==> config.mk <==
export PLATFORM = sky130hd
export DESIGN_NAME = adc_link_top
export DESIGN_NICKNAME = d
export VERILOG_FILES = /design/src/logic/adc_pattern_pkg.sv /design/src/logic/adc_frame_pkg.sv /design/src/logic/adc_link_top.sv /design/src/logic/adc_pattern_checker.sv /design/src/logic/adc_deserialise.sv
export VERILOG_INCLUDE_DIRS = /design/src /design/src/logic
export SDC_FILE = /design/constraint.sdc
export NUM_CORES = 1
export LEC_CHECK = 0
export ABC_AREA = 1
export BUFFER_PORTS_ARGS = -buffer_cell sky130_fd_sc_hd__buf_4
export CAP_MARGIN = 15
export CORE_ASPECT_RATIO = 1.2
export CORE_UTILIZATION = 27
export CTS_CLUSTER_SIZE = 28
export DETAILED_ROUTE_END_ITERATION = 7
export PLACE_DENSITY = 0.39
export SKIP_CTS_REPAIR_TIMING = 1
export SYNTH_ARGS = -nofsm -noshare
export SYNTH_HDL_FRONTEND = slang
export SYNTH_SLANG_ARGS = --single-unit
==> constraint.sdc <==
create_clock -name clk -period 6.5 [get_ports clk]
set_clock_uncertainty 0.15 [all_clocks]
set_input_delay 1.625 -clock clk [delete_from_list [all_inputs] [get_ports clk]]
set_output_delay 1.625 -clock clk [all_outputs]
set_load 0.02 [all_outputs]
==> src/logic/adc_defs.svh <==
`ifndef ADC_DEFS_SVH
`define ADC_DEFS_SVH

// serial data lanes on the link, one ADC channel each
`define ADC_LANES 8

// bits per sample word
`define ADC_BITS 12

// clk cycles per word, two DDR bits per cycle
`define ADC_WORD_CYCLES 6

// word the ADC repeats in fixed test pattern mode
`define ADC_FIXED_PATTERN 12'hA5C

`endif
==> src/logic/adc_pattern_pkg.sv <==
// link training pattern types for the checker

package adc_pattern_pkg;

  // test pattern that the ADC is programmed to send
  // encoding matches the mode numbers used by the test records
  typedef enum logic [1:0] {
    // normal conversion data, nothing to check
    PATTERN_OFF = 2'd0,
    // every word is the fixed pattern
    PATTERN_FIXED = 2'd1,
    // each lane counts up by one per word and wraps at 4095
    PATTERN_RAMP = 2'd2
  } pattern_mode_t;

endpackage

==> src/logic/adc_frame_pkg.sv <==
// frame alignment types for the deserialiser

package adc_frame_pkg;

  // where the rising frame clock edge falls within a clk cycle
  // HUNT until the first edge after reset
  typedef enum logic [1:0] {
    // no frame edge seen yet
    FRAME_HUNT = 2'd0,
    // edge in the rise sample, bit 0 is the rise bit of the edge cycle
    FRAME_RISE = 2'd1,
    // edge in the fall sample, bit 0 is the fall bit of the edge cycle
    FRAME_FALL = 2'd2
  } frame_state_t;

endpackage

==> src/logic/adc_link_top.sv <==
`timescale 1ns/1ps

`include "adc_defs.svh"

module adc_link_top import adc_frame_pkg::*, adc_pattern_pkg::*; (
  input  logic                              clk,
  input  logic                              reset,
  // DDR samples per lane from the input flops
  input  logic [`ADC_LANES-1:0]             serial_rise,
  input  logic [`ADC_LANES-1:0]             serial_fall,
  // frame clock sampled the same way
  input  logic                              fclk_rise,
  input  logic                              fclk_fall,
  input  pattern_mode_t                     pattern_mode,
  input  logic                              error_clear,
  output logic [`ADC_LANES*`ADC_BITS-1:0]   samples,
  output logic                              sample_valid,
  output frame_state_t                      frame_state,
  output logic [15:0]                       error_count,
  output logic                              pattern_ok
);

  // frame alignment and word assembly
  adc_deserialise deserialise0 (
    .clk          (clk),
    .reset        (reset),
    .serial_rise  (serial_rise),
    .serial_fall  (serial_fall),
    .fclk_rise    (fclk_rise),
    .fclk_fall    (fclk_fall),
    .samples      (samples),
    .sample_valid (sample_valid),
    .frame_state  (frame_state)
  );

  // training pattern check on the same word stream
  adc_pattern_checker checker0 (
    .clk          (clk),
    .reset        (reset),
    .pattern_mode (pattern_mode),
    .error_clear  (error_clear),
    .samples      (samples),
    .sample_valid (sample_valid),
    .error_count  (error_count),
    .pattern_ok   (pattern_ok)
  );

endmodule

==> src/logic/adc_pattern_checker.sv <==
`timescale 1ns/1ps

`include "adc_defs.svh"

module adc_pattern_checker import adc_pattern_pkg::*; (
  input  logic                              clk,
  input  logic                              reset,
  input  pattern_mode_t                     pattern_mode,
  input  logic                              error_clear,
  input  logic [`ADC_LANES*`ADC_BITS-1:0]   samples,
  input  logic                              sample_valid,
  output logic [15:0]                       error_count,
  output logic                              pattern_ok
);

  // last word per lane, the ramp reference
  logic [`ADC_BITS-1:0] prev_word [`ADC_LANES];
  logic                 have_prev;
  pattern_mode_t        mode_q;

  logic        mode_changed;
  logic        ramp_ready;
  logic        check_word;
  logic [3:0]  wrong_lanes;
  logic [15:0] count_base;
  logic [16:0] count_sum;

  assign mode_changed = pattern_mode != mode_q;
  // a held word from before a mode change is no reference
  assign ramp_ready = have_prev && !mode_changed;

  // judge this word at all? ramp seeding words are not judged
  assign check_word = sample_valid &&
                      (pattern_mode == PATTERN_FIXED ||
                       (pattern_mode == PATTERN_RAMP && ramp_ready));

  // count lanes that miss the expected value
  always_comb begin
    logic [`ADC_BITS-1:0] lane_word;
    logic                 lane_bad;
    wrong_lanes = '0;
    for (int n = 0; n < `ADC_LANES; n++) begin
      lane_word = samples[n*`ADC_BITS +: `ADC_BITS];
      if (pattern_mode == PATTERN_FIXED) begin
        lane_bad = lane_word != `ADC_FIXED_PATTERN;
      end else begin
        // ramp wraps modulo 4096 through the 12 bit add
        lane_bad = lane_word != prev_word[n] + 12'd1;
      end
      wrong_lanes = wrong_lanes + 4'(lane_bad);
    end
  end

  // clear and a bad word in the same cycle keep the new errors
  assign count_base = error_clear ? 16'd0 : error_count;
  assign count_sum = {1'b0, count_base} + 17'(check_word ? wrong_lanes : 4'd0);

  always_ff @(posedge clk) begin
    if (reset) begin
      error_count <= '0;
      pattern_ok <= 1'b0;
      have_prev <= 1'b0;
      mode_q <= PATTERN_OFF;
    end else begin
      mode_q <= pattern_mode;

      // saturate at the top
      error_count <= count_sum[16] ? 16'hFFFF : count_sum[15:0];

      if (check_word) begin
        pattern_ok <= wrong_lanes == 4'd0;
      end

      if (sample_valid) begin
        have_prev <= 1'b1;
      end else if (mode_changed) begin
        have_prev <= 1'b0;
      end
    end
  end

  // reference words follow every valid word
  always_ff @(posedge clk) begin
    if (sample_valid) begin
      for (int n = 0; n < `ADC_LANES; n++) begin
        prev_word[n] <= samples[n*`ADC_BITS +: `ADC_BITS];
      end
    end
  end

  // count only goes down through a clear or a reset
  count_monotonic: assert property (@(posedge clk) disable iff (reset)
    !$past(reset) && !$past(error_clear) |-> error_count >= $past(error_count))
    else $error("error_count decreased without a clear");

endmodule

==> src/logic/adc_deserialise.sv <==
`timescale 1ns/1ps

`include "adc_defs.svh"

module adc_deserialise import adc_frame_pkg::*; (
  input  logic                              clk,
  input  logic                              reset,
  input  logic [`ADC_LANES-1:0]             serial_rise,
  input  logic [`ADC_LANES-1:0]             serial_fall,
  input  logic                              fclk_rise,
  input  logic                              fclk_fall,
  output logic [`ADC_LANES*`ADC_BITS-1:0]   samples,
  output logic                              sample_valid,
  output frame_state_t                      frame_state
);

  // previous cycle fall samples of the frame and the data
  logic                   fclk_fall_q;
  logic [`ADC_LANES-1:0]  serial_fall_q;

  // frame edge inside the rise half or the fall half of this cycle
  logic edge_rise;
  logic edge_fall;
  logic state_change;

  // bit pair counter within a word
  logic [2:0] index;
  // shift registers hold a whole word this cycle
  logic       word_end;
  // first word after a phase change is not trusted
  logic       drop;

  // steered DDR inputs as the even and odd bit of the pair
  logic                   steer_rise;
  logic [`ADC_LANES-1:0]  even_in;
  logic [`ADC_LANES-1:0]  odd_in;

  // entry 0 holds the oldest pair which is bits 1:0 of the word
  logic [`ADC_LANES-1:0]  even_sr [`ADC_WORD_CYCLES];
  logic [`ADC_LANES-1:0]  odd_sr  [`ADC_WORD_CYCLES];
  logic [`ADC_LANES*`ADC_BITS-1:0] word;

  // rising frame edge either between fall and rise of one cycle
  // or between last cycle's fall and this cycle's rise
  assign edge_fall = fclk_fall && !fclk_rise;
  assign edge_rise = fclk_rise && !fclk_fall_q;

  assign state_change = (edge_rise && frame_state != FRAME_RISE) ||
                        (edge_fall && frame_state != FRAME_FALL);

  // a rise edge steers its own cycle so the first pair lands right
  // even when the phase just moved
  assign steer_rise = edge_rise || frame_state != FRAME_FALL;

  // fall phase pairs span two cycles with last fall then this rise
  assign even_in = steer_rise ? serial_rise : serial_fall_q;
  assign odd_in  = steer_rise ? serial_fall : serial_rise;

  always_ff @(posedge clk) begin
    if (reset) begin
      // start high so a frame clock already high gives no false edge
      fclk_fall_q <= 1'b1;
      frame_state <= FRAME_HUNT;
      index <= '0;
      word_end <= 1'b0;
      drop <= 1'b0;
      sample_valid <= 1'b0;
    end else begin
      fclk_fall_q <= fclk_fall;

      // track the most recent edge
      if (edge_rise) begin
        frame_state <= FRAME_RISE;
      end else if (edge_fall) begin
        frame_state <= FRAME_FALL;
      end

      // rise edge already loads bits 1:0 this cycle while a fall edge loads them next
      if (edge_rise) begin
        index <= 3'd1;
      end else if (edge_fall) begin
        index <= 3'd0;
      end else if (index == 3'(`ADC_WORD_CYCLES - 1)) begin
        index <= 3'd0;
      end else begin
        index <= index + 3'd1;
      end

      word_end <= index == 3'(`ADC_WORD_CYCLES - 1);

      if (state_change) begin
        drop <= 1'b1;
      end else if (word_end) begin
        drop <= 1'b0;
      end

      sample_valid <= word_end && !drop && frame_state != FRAME_HUNT;
    end
  end

  // pair shift registers and the output word
  always_ff @(posedge clk) begin
    serial_fall_q <= serial_fall;
    even_sr[`ADC_WORD_CYCLES-1] <= even_in;
    odd_sr[`ADC_WORD_CYCLES-1] <= odd_in;
    for (int k = 0; k < `ADC_WORD_CYCLES - 1; k++) begin
      even_sr[k] <= even_sr[k+1];
      odd_sr[k] <= odd_sr[k+1];
    end
    if (word_end) begin
      samples <= word;
    end
  end

  // interleave pairs back into LSB first words with lane n at bits 12n+11:12n
  always_comb begin
    for (int n = 0; n < `ADC_LANES; n++) begin
      for (int k = 0; k < `ADC_WORD_CYCLES; k++) begin
        word[n*`ADC_BITS + 2*k] = even_sr[k][n];
        word[n*`ADC_BITS + 2*k + 1] = odd_sr[k][n];
      end
    end
  end

  // counter must stay inside one word
  index_in_range: assert property (@(posedge clk) disable iff (reset)
    index <= 3'(`ADC_WORD_CYCLES - 1))
    else $error("word index out of range");

  // one strobe per word and never back to back
  valid_single_pulse: assert property (@(posedge clk) disable iff (reset)
    sample_valid |=> !sample_valid)
    else $error("sample_valid high on consecutive cycles");

endmodule

# Yosys cells after proc, flatten, opt, wreduce, memory -nomap -nowiden

Memory sizes are Yosys's and may differ from the RTL's. A register that Yosys moved wholly into a read port is not among the register bits.
Cells that the tools add are included.

Add/subtract/negate cells: 17
Equal/unequal tests: 22
Muxes and demuxes: 24
Reduce and logical (&&, ||, !) cells: 23

Operator list:

| kind                    | number |
|---|---|
| $add A12 B1 Y12 const B | 8 |
| $ne A12 B12 Y1          | 8 |
| $ne A12 B12 Y1 const B  | 8 |
| $mux W16                | 2 |
| $add A4 B1 Y4           | 6 |
| $mux W1                 | 19 |
| $add A16 B17 Y17        | 1 |
| $mux W8                 | 2 |
| $logic_and A1 B1 Y1     | 9 |
| $reduce_bool A2 Y1      | 4 |
| $logic_not A1 Y1        | 4 |
| $logic_not A4 Y1        | 1 |
| $mux W4                 | 1 |
| $reduce_or A4 Y1        | 1 |
| $add A3 B1 Y3 const B   | 1 |
| $eq A3 B3 Y1 const B    | 1 |
| $logic_or A1 B1 Y1      | 3 |
| $add A1 B1 Y2           | 1 |
| $eq A2 B1 Y1 const B    | 1 |
| $eq A2 B2 Y1 const B    | 1 |
| $ne A2 B1 Y1 const B    | 1 |
| $ne A2 B2 Y1            | 1 |
| $ne A2 B2 Y1 const B    | 1 |
| $reduce_or A2 Y1        | 1 |

Bits in registers: 133
Memory bits (writable): 192
Input bits: 23
Output and inout bits: 116
Logic and storage cells: 103
Memories kept: 3

Memories:

| name                 | depth | bits a word | read ports | clocked after Yosys merged registers in | write ports | RTL line                  | source |
|---|---|---|---|---|---|---|---|
| checker0.prev_word   | 8     | 12          | 8          | 0                                       | 8           | adc_pattern_checker.sv:17 | `` logic [`ADC_BITS-1:0] prev_word [`ADC_LANES]; `` |
| deserialise0.even_sr | 6     | 8           | 6          | 1                                       | 6           | adc_deserialise.sv:39     | `` logic [`ADC_LANES-1:0] even_sr [`ADC_WORD_CYCLES]; `` |
| deserialise0.odd_sr  | 6     | 8           | 6          | 1                                       | 6           | adc_deserialise.sv:40     | `` logic [`ADC_LANES-1:0] odd_sr [`ADC_WORD_CYCLES]; `` |

# Depth between registers and ports, before layout

Gate-level depths: netlist of run 1.
An unclocked memory read counts as a cell.

Word-level depth: 14
Depth in mapped cells: 34
Gate-level depth less buffers: 34

# Hierarchy

Synthesis of run 1 repeated with hierarchy kept, for this count alone.

Cells, all modules: 1516
Area total of the unflattened synthesis: 14143.6 µm²

By module, submodules not included:

| module              | instances | cells an instance | area an instance (µm²) |
|---|---|---|---|
| adc_pattern_checker | 1         | 1220              | 8493.1 |
| adc_deserialise     | 1         | 296               | 5650.4 |

# Worst setup path after synthesis of run 1

OpenSTA, ideal clock, no wires.

Path type: input to register
Start: input pattern_mode[1]
End: register checker0.error_count[7]
Arrival time: 5874 ps
Data required time: 6293 ps
Path slack: 419 ps
Stages on the path: 28
Buffers on the path: 3
Cells stage by stage: inv_2 -> nand2_4 -> buf_4 -> buf_4 -> nand4_1 -> nand2_1 -> nor2_1 -> nand2_1 -> nor2_1 -> nand3_1 -> fa_1 -> inv_1 -> fa_1 -> fa_1 -> fa_1 -> xnor2_1 -> inv_1 -> nor2_1 -> ha_1 -> nand3_1 -> nand2_1 -> nand3_1 -> nor2_4 -> nand4_2 -> buf_6 -> nand3_1 -> nand2_1 -> inv_1

Longest elaborated chain between the ends: 12
Elaborated cells between the ends (all ways): 26
Classes of those cells: add/sub: 8; eq/ne: 3; mux: 10; reduce/logical: 5

RTL lines:

| element                     | RTL line                                             | source |
|---|---|---|
| start: declaration          | adc_link_top.sv:14                                   | `input pattern_mode_t pattern_mode,` |
| $eq A2 B1 Y1                | adc_pattern_checker.sv:34, adc_pattern_checker.sv:44 |  |
| $mux W1                     | adc_pattern_checker.sv:44                            | `if (pattern_mode == PATTERN_FIXED) begin` |
| $add A1 B1 Y2               | adc_pattern_checker.sv:50                            | `wrong_lanes = wrong_lanes + 4'(lane_bad);` |
| $add A4 B1 Y4 (6 in series) | adc_pattern_checker.sv:50                            |  |
| $mux W4 (*)                 | adc_pattern_checker.sv:56                            | `assign count_sum = {1'b0, count_base} + 17'(check_word ? wrong_lanes : 4'd0);` |
| $add A16 B17 Y17 (*)        | adc_pattern_checker.sv:56                            |  |
| $mux W16 (*)                | adc_pattern_checker.sv:68                            | `error_count <= count_sum[16] ? 16'hFFFF : count_sum[15:0];` |
| end signal: assignment      | adc_pattern_checker.sv:68                            |  |
| end: declaration            | adc_pattern_checker.sv:12                            | `output logic [15:0] error_count,` |

Every way passes the cells marked *; elsewhere a longest branch is shown, timed or not.
A chain may end at the register's enable or synchronous reset.

# Worst setup path in the final report of run 1

Start: input pattern_mode[1]
End: register checker0.error_count[13]

The elaborated chain is that of the path after synthesis.

==> impl_metrics.csv, run 1 <==
group,metric,value,unit
pwr,internal-power,3.60,mW
sta,hold_viol,0,
route,routed_wirelength,34.6,mm
critical_path,cp.arrival,6.33,ns
critical_path,crit_path_frequent_cell,"nand2_1",
pwr,ir_drop,0.168,mV
floorplanning,fp.dieH,251,um
place,portBuffers,138,
logic_synthesis,netlist.area_leader.share,41.3,%
pwr,p_total,4.55,mW
finish,multi_input_area,0.00451,mm2
logic_synthesis,ys_seq_elements,325,
logic_synthesis,ys_top_cells_by_count,"nand2_1 (408), inv_1 (229), edfxtp_1 (192)",
finish,synthToLayoutAreaGrowth,23.6,%
finish,finalNonFillerCells,2392,
logic_synthesis,synth_xor_area_share,0.941,%
status,outcome,"complete, no violations",
grt,grt_usage,13.3,%
floorplanning,dieArea,0.0526,mm2
sta,relSlewSlack,35.0,%
logic_synthesis,synth_edf_count,192,
logic_synthesis,async_flop_share,0,%
logic_synthesis,yosysMostFrequentCell,"nand2_1",
logic_synthesis,synthMuxAreaShare,0,%
pwr,combinationalPowerShare,2.3,%
logic_synthesis,syn-instance-count,1532,
finish,final_cell_area,0.0173,mm2
route,drc,0,
pwr,power.share.clock,47.9,%
grt,grt_use_met3,2.99,%
clock_tree,cts_root_buf,"clkbuf_16",
logic_synthesis,synth_compound_area_share,3.11,%
critical_path,path_class,"in2reg",
sta,worstMarginPinSlew,0.976,ns
finish,fin_util,34.1,%
clock_tree,cts_made_buffers,38,
sta,fin_crit_sh,93.0,%
clock_tree,cts_buffer_depth,3,
clock_tree,clk_latency,0.54,ns
grt,antenna_found_initial,0,
floorplanning,core.rowCount,90,
route,drtAntennaViolNets,0,
pwr,power_frac_seq,49.8,%
logic_synthesis,syn_nets,1577,
floorplanning,initial_core_util,27.5,%
grt,grt_max_degree,63,
floorplanning,die_w,210,um
place,place_inst,2324,
sta,rsz0062_at_grt,"no",
logic_synthesis,syn-mean-instance-area,9.11,um2
logic_synthesis,synth_ff_type,"edfxtp_1",
grt,grt_pass1_wl,54.8,mm
sta,finalSetupViolations,0,
place,hpwlAfterDp,25.2,mm
logic_synthesis,synth_area_leaders,"edfxtp_1 (41%), dfxtp_1 (19%), nand2_1 (11%)",
pwr,p_leak,7.67,nW
sta,fin_ws,0.456,ns
finish,seq_area,0.00844,mm2
finish,antennaDiodeCount,0,
place,gp_congestion,0.805,
critical_path,crit_path_max_fanout,21,
route,routedWlPerCell,14.5,um
route,vias_per_cell,4.35,
clock_tree,cts_sinks,325,
critical_path,max_stage_delay,0.53,ns
critical_path,startpoint_type,"input port",
pwr,power.density,264,mW/mm2
critical_path,slowest_stage,"fa_1",
floorplanning,core_area,0.0507,mm2
clock_tree,htree_levels,2,
job,cap_violations,0,
finish,fin_nets,1765,
hold_path,hp-class,"reg2reg",
place,place_worst_setup_slack,-0.223,ns
logic_synthesis,synth_top_family_by_area,"simple AND/OR/NAND/NOR gates",
sta,min_period,6.04,ns
finish,fillers,5209,
grt,grt_pass1_vias,10300,
grt,use_met2,23.1,%
clock_tree,cts_tree,"built",
grt,grt_overflow_total,0,
pwr,p_switching,948,uW
logic_synthesis,synth_cell_types,37,
logic_synthesis,synth_top_area_cell,"edfxtp_1",
logic_synthesis,yosys.area_share.simple,25.9,%
finish,drive_gt1_share,14.5,%
route,dr_total_vias,10400,
floorplanning,ios,139,
logic_synthesis,yosysWarnings,0,
grt,top_usage_layer,"met2",
route,drt-pass1-iter-count,5,
logic_synthesis,seq_area_frac_synth,60.4,%
logic_synthesis,syn_area,0.0140,mm2
critical_path,required,6.79,ns
place,postPlaceCellArea,0.0160,mm2
grt,grtUsageMet1,16.1,%
critical_path,end_kind,"flip-flop",
sta,finalMaxSlewViolations,0,
pwr,sw_frac_of_total,20.8,%
clock_tree,path_clk_slew,0.06,ns
route,initialDrtViolationCount,566,
sta,maxClockFrequency,165,MHz
logic_synthesis,synthAdderAreaFrac,2.24,%
## flip-flops by register name (all words and copies together) (netlist names), 3 cells and up
register                    count
deserialise0.odd_sr            48
deserialise0.samples           96
checker0.prev_word             96
deserialise0.index              3
deserialise0.even_sr           48
deserialise0.serial_fall_q      8
checker0.error_count           16
## cells by family (layout without fill, tap and decap cells)
logic type,count (synthesis),count (layout)
XOR/XNOR,15,15
buffers and inverters,262,478
adder cells (fa/ha/maj),22,22
AND/OR/NAND/NOR,831,831
AO/OA/AOI/OAI,77,77
flip-flops,325,325
## layout make-up
type | instances | share of cell area (%)
repair buffers | 173 | 7.67
well taps | 644 | 4.67
clock buffers | 57 | 6.94
clock inverters | 11 | 0.565
multi-input cells | 945 | 26.1
flip-flops and latches | 325 | 48.9
inverters | 237 | 5.15
## worst max-delay path: cells and delay by family
family	cells	cell delay, ns
buffers and inverters	7	0.73
and+or+nand+nor	18	1.62
adders and majority gates	5	2.22
xor gates and xnor gates	1	0.13
## final timing paths
| check | endpoint | from | depth (start not counted) | slack, ns |
|---|---|---|---|---|
| setup / recovery | checker0.error_count[13] | pattern_mode[1] | 31 | 0.46 |
| setup reg to reg | checker0.error_count[13] | checker0.prev_word[0][36] | 29 | 1.02 |
| hold reg to reg | deserialise0.even_sr[3][1] | deserialise0.even_sr[4][1] | 0 | 0.19 |
| hold / removal | deserialise0.even_sr[3][1] | deserialise0.even_sr[4][1] | 0 | 0.19 |
## power by group through the flow
stage	logic (mW)	clock network, mW	registers (mW)
4_1_cts	0.108	2.27	2.27
3_3_place_gp	0.107	0	2.31
3_5_place_dp	0.107	0	2.31
5_1_grt	0.120	2.34	2.27
2_1_floorplan	0.0613	0	2.31
6_report	0.106	2.18	2.27
## layer usage
layer	share of wire, %	vias up
met2	49	173
met3	4.2	55
met4	2.7	0
met1	45	4781
met5	0	-
li1	-	5391
## cells in the final DEF (no fill, tap or decap), types with 2 or more instances in the layout
master and instances:
a21o_1 2, a21oi_1 25, buf_12 2, buf_4 171, clkbuf_1 7, clkbuf_16 43
clkbuf_8 7, clkinv_1 3, clkinv_2 5, dfxtp_1 131, dfxtp_4 2, edfxtp_1 192
fa_1 5, ha_1 17, inv_1 229, inv_2 5, inv_6 3, nand2_1 408
nand3_1 154, nand3b_1 21, nand4_1 68, nor2_1 160, nor2_2 6, nor3_1 4
o211ai_1 3, o21ai_0 31, o21bai_1 12, or2_2 4, xnor2_1 8, xor2_1 7
## stage by stage
| step | setup TNS, ns | hold WS (ns) |
|---|---|---|
| 2_1_floorplan | 0 | 0.177 |
| 3_3_place_gp | -1.25 | 0.181 |
| 3_5_place_dp | -2.33 | 0.182 |
| 4_1_cts | 0 | 0.191 |
| 5_1_grt | 0 | 0.190 |
| 6_report | 0 | 0.190 |
No activity file was read; power rests on OpenSTA's default activity.
==> run 2, diff against run 1 <==
--- a/config.mk
+++ b/config.mk
@@ -6,14 +6,14 @@
 export SDC_FILE = /design/constraint.sdc
 export NUM_CORES = 1
 export LEC_CHECK = 0
-export ABC_AREA = 1
+export ABC_AREA = 0
 export BUFFER_PORTS_ARGS = -buffer_cell sky130_fd_sc_hd__buf_4
 export CAP_MARGIN = 15
 export CORE_ASPECT_RATIO = 1.2
-export CORE_UTILIZATION = 27
+export CORE_UTILIZATION = 25
 export CTS_CLUSTER_SIZE = 28
 export DETAILED_ROUTE_END_ITERATION = 7
-export PLACE_DENSITY = 0.39
+export PLACE_DENSITY = 0.36
 export SKIP_CTS_REPAIR_TIMING = 1
 export SYNTH_ARGS = -nofsm -noshare
 export SYNTH_HDL_FRONTEND = slang
==> run 2 against run 1 <==
Cell area down 2.7%. Clock-buffer cell count down 1. Final cell count fell by 18%. Non-clock buffer count shrank 5. Wire length shrank 0.32%. Critical path depth fell by 9. Largest cell class unchanged.
==> impl_metrics.csv, run 2 <==
group,metric,value,unit
status,outcome,"complete, no violations",
sta,maxClockFrequency,161,MHz
grt,grt_max_degree,53,
sta,finalSetupViolations,0,
finish,final_common_cell,"edfxtp_1",
place,portBuffers,138,
finish,fillers,5344,
clock_tree,clk_latency,0.53,ns
clock_tree,cts_made_buffers,37,
finish,antennaDiodeCount,0,
sta,fin_ws,0.289,ns
critical_path,slowest_stage,"fa_1",
logic_synthesis,syn-mean-instance-area,12.6,um2
floorplanning,ios,139,
clock_tree,cts_tree,"built",
finish,largestRegisters,"checker0.prev_word x96, deserialise0.samples x96",
logic_synthesis,syn_area,0.0133,mm2
clock_tree,cts_buffer_depth,3,
route,drt-pass1-iter-count,5,
pwr,p_leak,5.84,nW
route,drc,0,
sta,fin_crit_sh,95.6,%
route,drtAntennaViolNets,0,
logic_synthesis,synth_area_leaders,"edfxtp_1 (43%), dfxtp_1 (20%), xnor2_1 (5.0%)",
logic_synthesis,seq_area_frac_synth,63.4,%
sta,relSlewSlack,37.2,%
critical_path,crit_path_max_fanout,15,
route,routedWlPerCell,17.5,um
finish,synthToLayoutAreaGrowth,26.3,%
critical_path,path_class,"in2reg",
critical_path,crit_chain,"buf_4 -> nand2b_4 -> buf_12 -> a21oi_1 -> o31ai_1 -> o211ai_1 -> nor4_1 -> o2111ai_1 -> ha_1 -> inv_1 -> fa_1 -> fa_2 -> fa_1 -> xor2_1 -> nor2_1 -> ha_1 -> a21o_1 -> a21oi_4 -> nor2_4 -> a22o_1 -> a21oi_1 -> nor2_1",
finish,fin_util,32.0,%
hold_path,hp-class,"reg2reg",
floorplanning,fp.dieH,255,um
logic_synthesis,ys_top_cells_by_count,"edfxtp_1 (192), dfxtp_1 (133), xnor2_1 (76)",
place,place_worst_setup_slack,-0.462,ns
logic_synthesis,netlist.area_leader.share,43.3,%
route,routed_wirelength,34.5,mm
pwr,power.density,272,mW/mm2
finish,fin_nets,1284,
logic_synthesis,synth_edf_count,192,
floorplanning,die_w,213,um
grt,grt_usage,12.6,%
logic_synthesis,yosysWarnings,0,
finish,drive_gt1_share,21.8,%
pwr,ir_drop,0.181,mV
grt,antenna_found_initial,0,
finish,seq_area,0.00844,mm2
place,hpwlAfterDp,24.2,mm
sta,min_period,6.21,ns
place,gp_congestion,0.779,
logic_synthesis,syn_nets,1101,
floorplanning,dieArea,0.0541,mm2
place,place_inst,1902,
grt,grt_pass1_vias,8894,
logic_synthesis,yosysMostFrequentCell,"edfxtp_1",
logic_synthesis,synth_ff_type,"edfxtp_1",
finish,most-common-layout-cells,"edfxtp_1 (192), buf_4 (165), dfxtp_1 (131)",
clock_tree,cts_root_buf,"clkbuf_16",
logic_synthesis,ys_seq_elements,325,
critical_path,cp.arrival,6.46,ns
grt,grt_pass1_wl,52.4,mm
critical_path,required,6.75,ns
grt,grt_overflow_total,0,
logic_synthesis,synth_cell_types,71,
job,cap_violations,0,
finish,multi_input_area,0.00477,mm2
logic_synthesis,syn-instance-count,1056,
clock_tree,htree_levels,2,
sta,finalMaxSlewViolations,0,
sta,worstMarginPinSlew,0.941,ns
clock_tree,cts_sinks,325,
logic_synthesis,async_flop_share,0,%
route,vias_per_cell,4.48,
floorplanning,initial_core_util,25.3,%
critical_path,end_kind,"flip-flop",
route,dr_total_vias,8844,
clock_tree,path_clk_slew,0.06,ns
critical_path,max_stage_delay,0.51,ns
floorplanning,core.rowCount,92,
floorplanning,core_area,0.0525,mm2
sta,hold_viol,0,
critical_path,startpoint_type,"input port",
finish,finalNonFillerCells,1973,
logic_synthesis,synth_top_area_cell,"edfxtp_1",
route,initialDrtViolationCount,365,
[run 2: cell types whose count changed in the layout (fill, tap and decap cells not counted), sizes merged, moves of 44 or more]
cell / previous run / this run
nor2: 167 / 54
nand2: 409 / 50
nand4: 69 / 25
inv: 237 / 29
nand3: 154 / 61
xnor2: 8 / 76
[run 2: worst paths after layout]
path	start	to	slack [ns]	depth (start not counted)
worst min register to register	deserialise0.odd_sr[4][3]	deserialise0.odd_sr[3][3]	0.20	0
worst max register to register	checker0.prev_word[0][40]	checker0.error_count[15]	0.66	20
worst max-delay path	pattern_mode[1]	checker0.error_count[15]	0.29	22
worst min-delay path	deserialise0.odd_sr[4][3]	deserialise0.odd_sr[3][3]	0.20	0
[run 2: cell families (layout without fill, tap and decap cells)]
kind of cell | count (synthesis) | after routing | share of synthesized area [%]
flip-flops | 325 | 325 | 63.4
XOR/XNOR | 118 | 118 | 7.99
buffers and inverters | 53 | 264 | 1.61
AND/OR/NAND/NOR | 341 | 342 | 14.1
AO/OA/AOI/OAI | 174 | 174 | 8.69
multiplexers | 23 | 23 | 1.90
adder cells (fa/ha/maj) | 22 | 22 | 2.35
[run 2: cell type report]
class / instances / share of cell area [%]
sequential: 325 / 50.2
multi-input combinational: 679 / 28.4
timing repair buffer: 168 / 7.73
clock buffer: 56 / 6.73
tap: 705 / 5.25
clock inverter: 12 / 1.01
inverter: 28 / 0.626
[run 2: report_power, final]
part / switching (mW) / internal (mW) / leakage [nW]
Clock: 0.843 / 1.36 / 0.635
Combinational: 0.0549 / 0.0459 / 2.36
Sequential: 0.0258 / 2.23 / 2.84
[run 2: metal layers]
metal	up-vias	global-route usage [%]	wire, um
met4	0	4.11	855
met3	50	2.94	1730
li1	4344	-	-
met5	-	0	0
met1	4278	16.3	15500
met2	172	20.7	16400
[run 2: metrics by stage]
step                      TNS, ns  total power, mW  instance area, um2  hold WS [ns]
after floorplan                 0             2.35               13300         0.177
after global placement      -5.64             2.40               15400         0.179
after detailed placement    -6.02             2.40               15400         0.183
after CTS                       0             4.65               16700         0.196
after global routing      -0.0627             4.74               16800         0.200
final                           0             4.57               16800         0.197
[run 2: critical path, delay by kind of cell]
| kind | cells | cell delay (ns) |
|---|---|---|
| fa+ha+maj | 5 | 1.99 |
| compound gates | 8 | 1.55 |
| simple gates | 5 | 0.72 |
| buf+inv | 3 | 0.36 |
| xor+xnor | 1 | 0.19 |
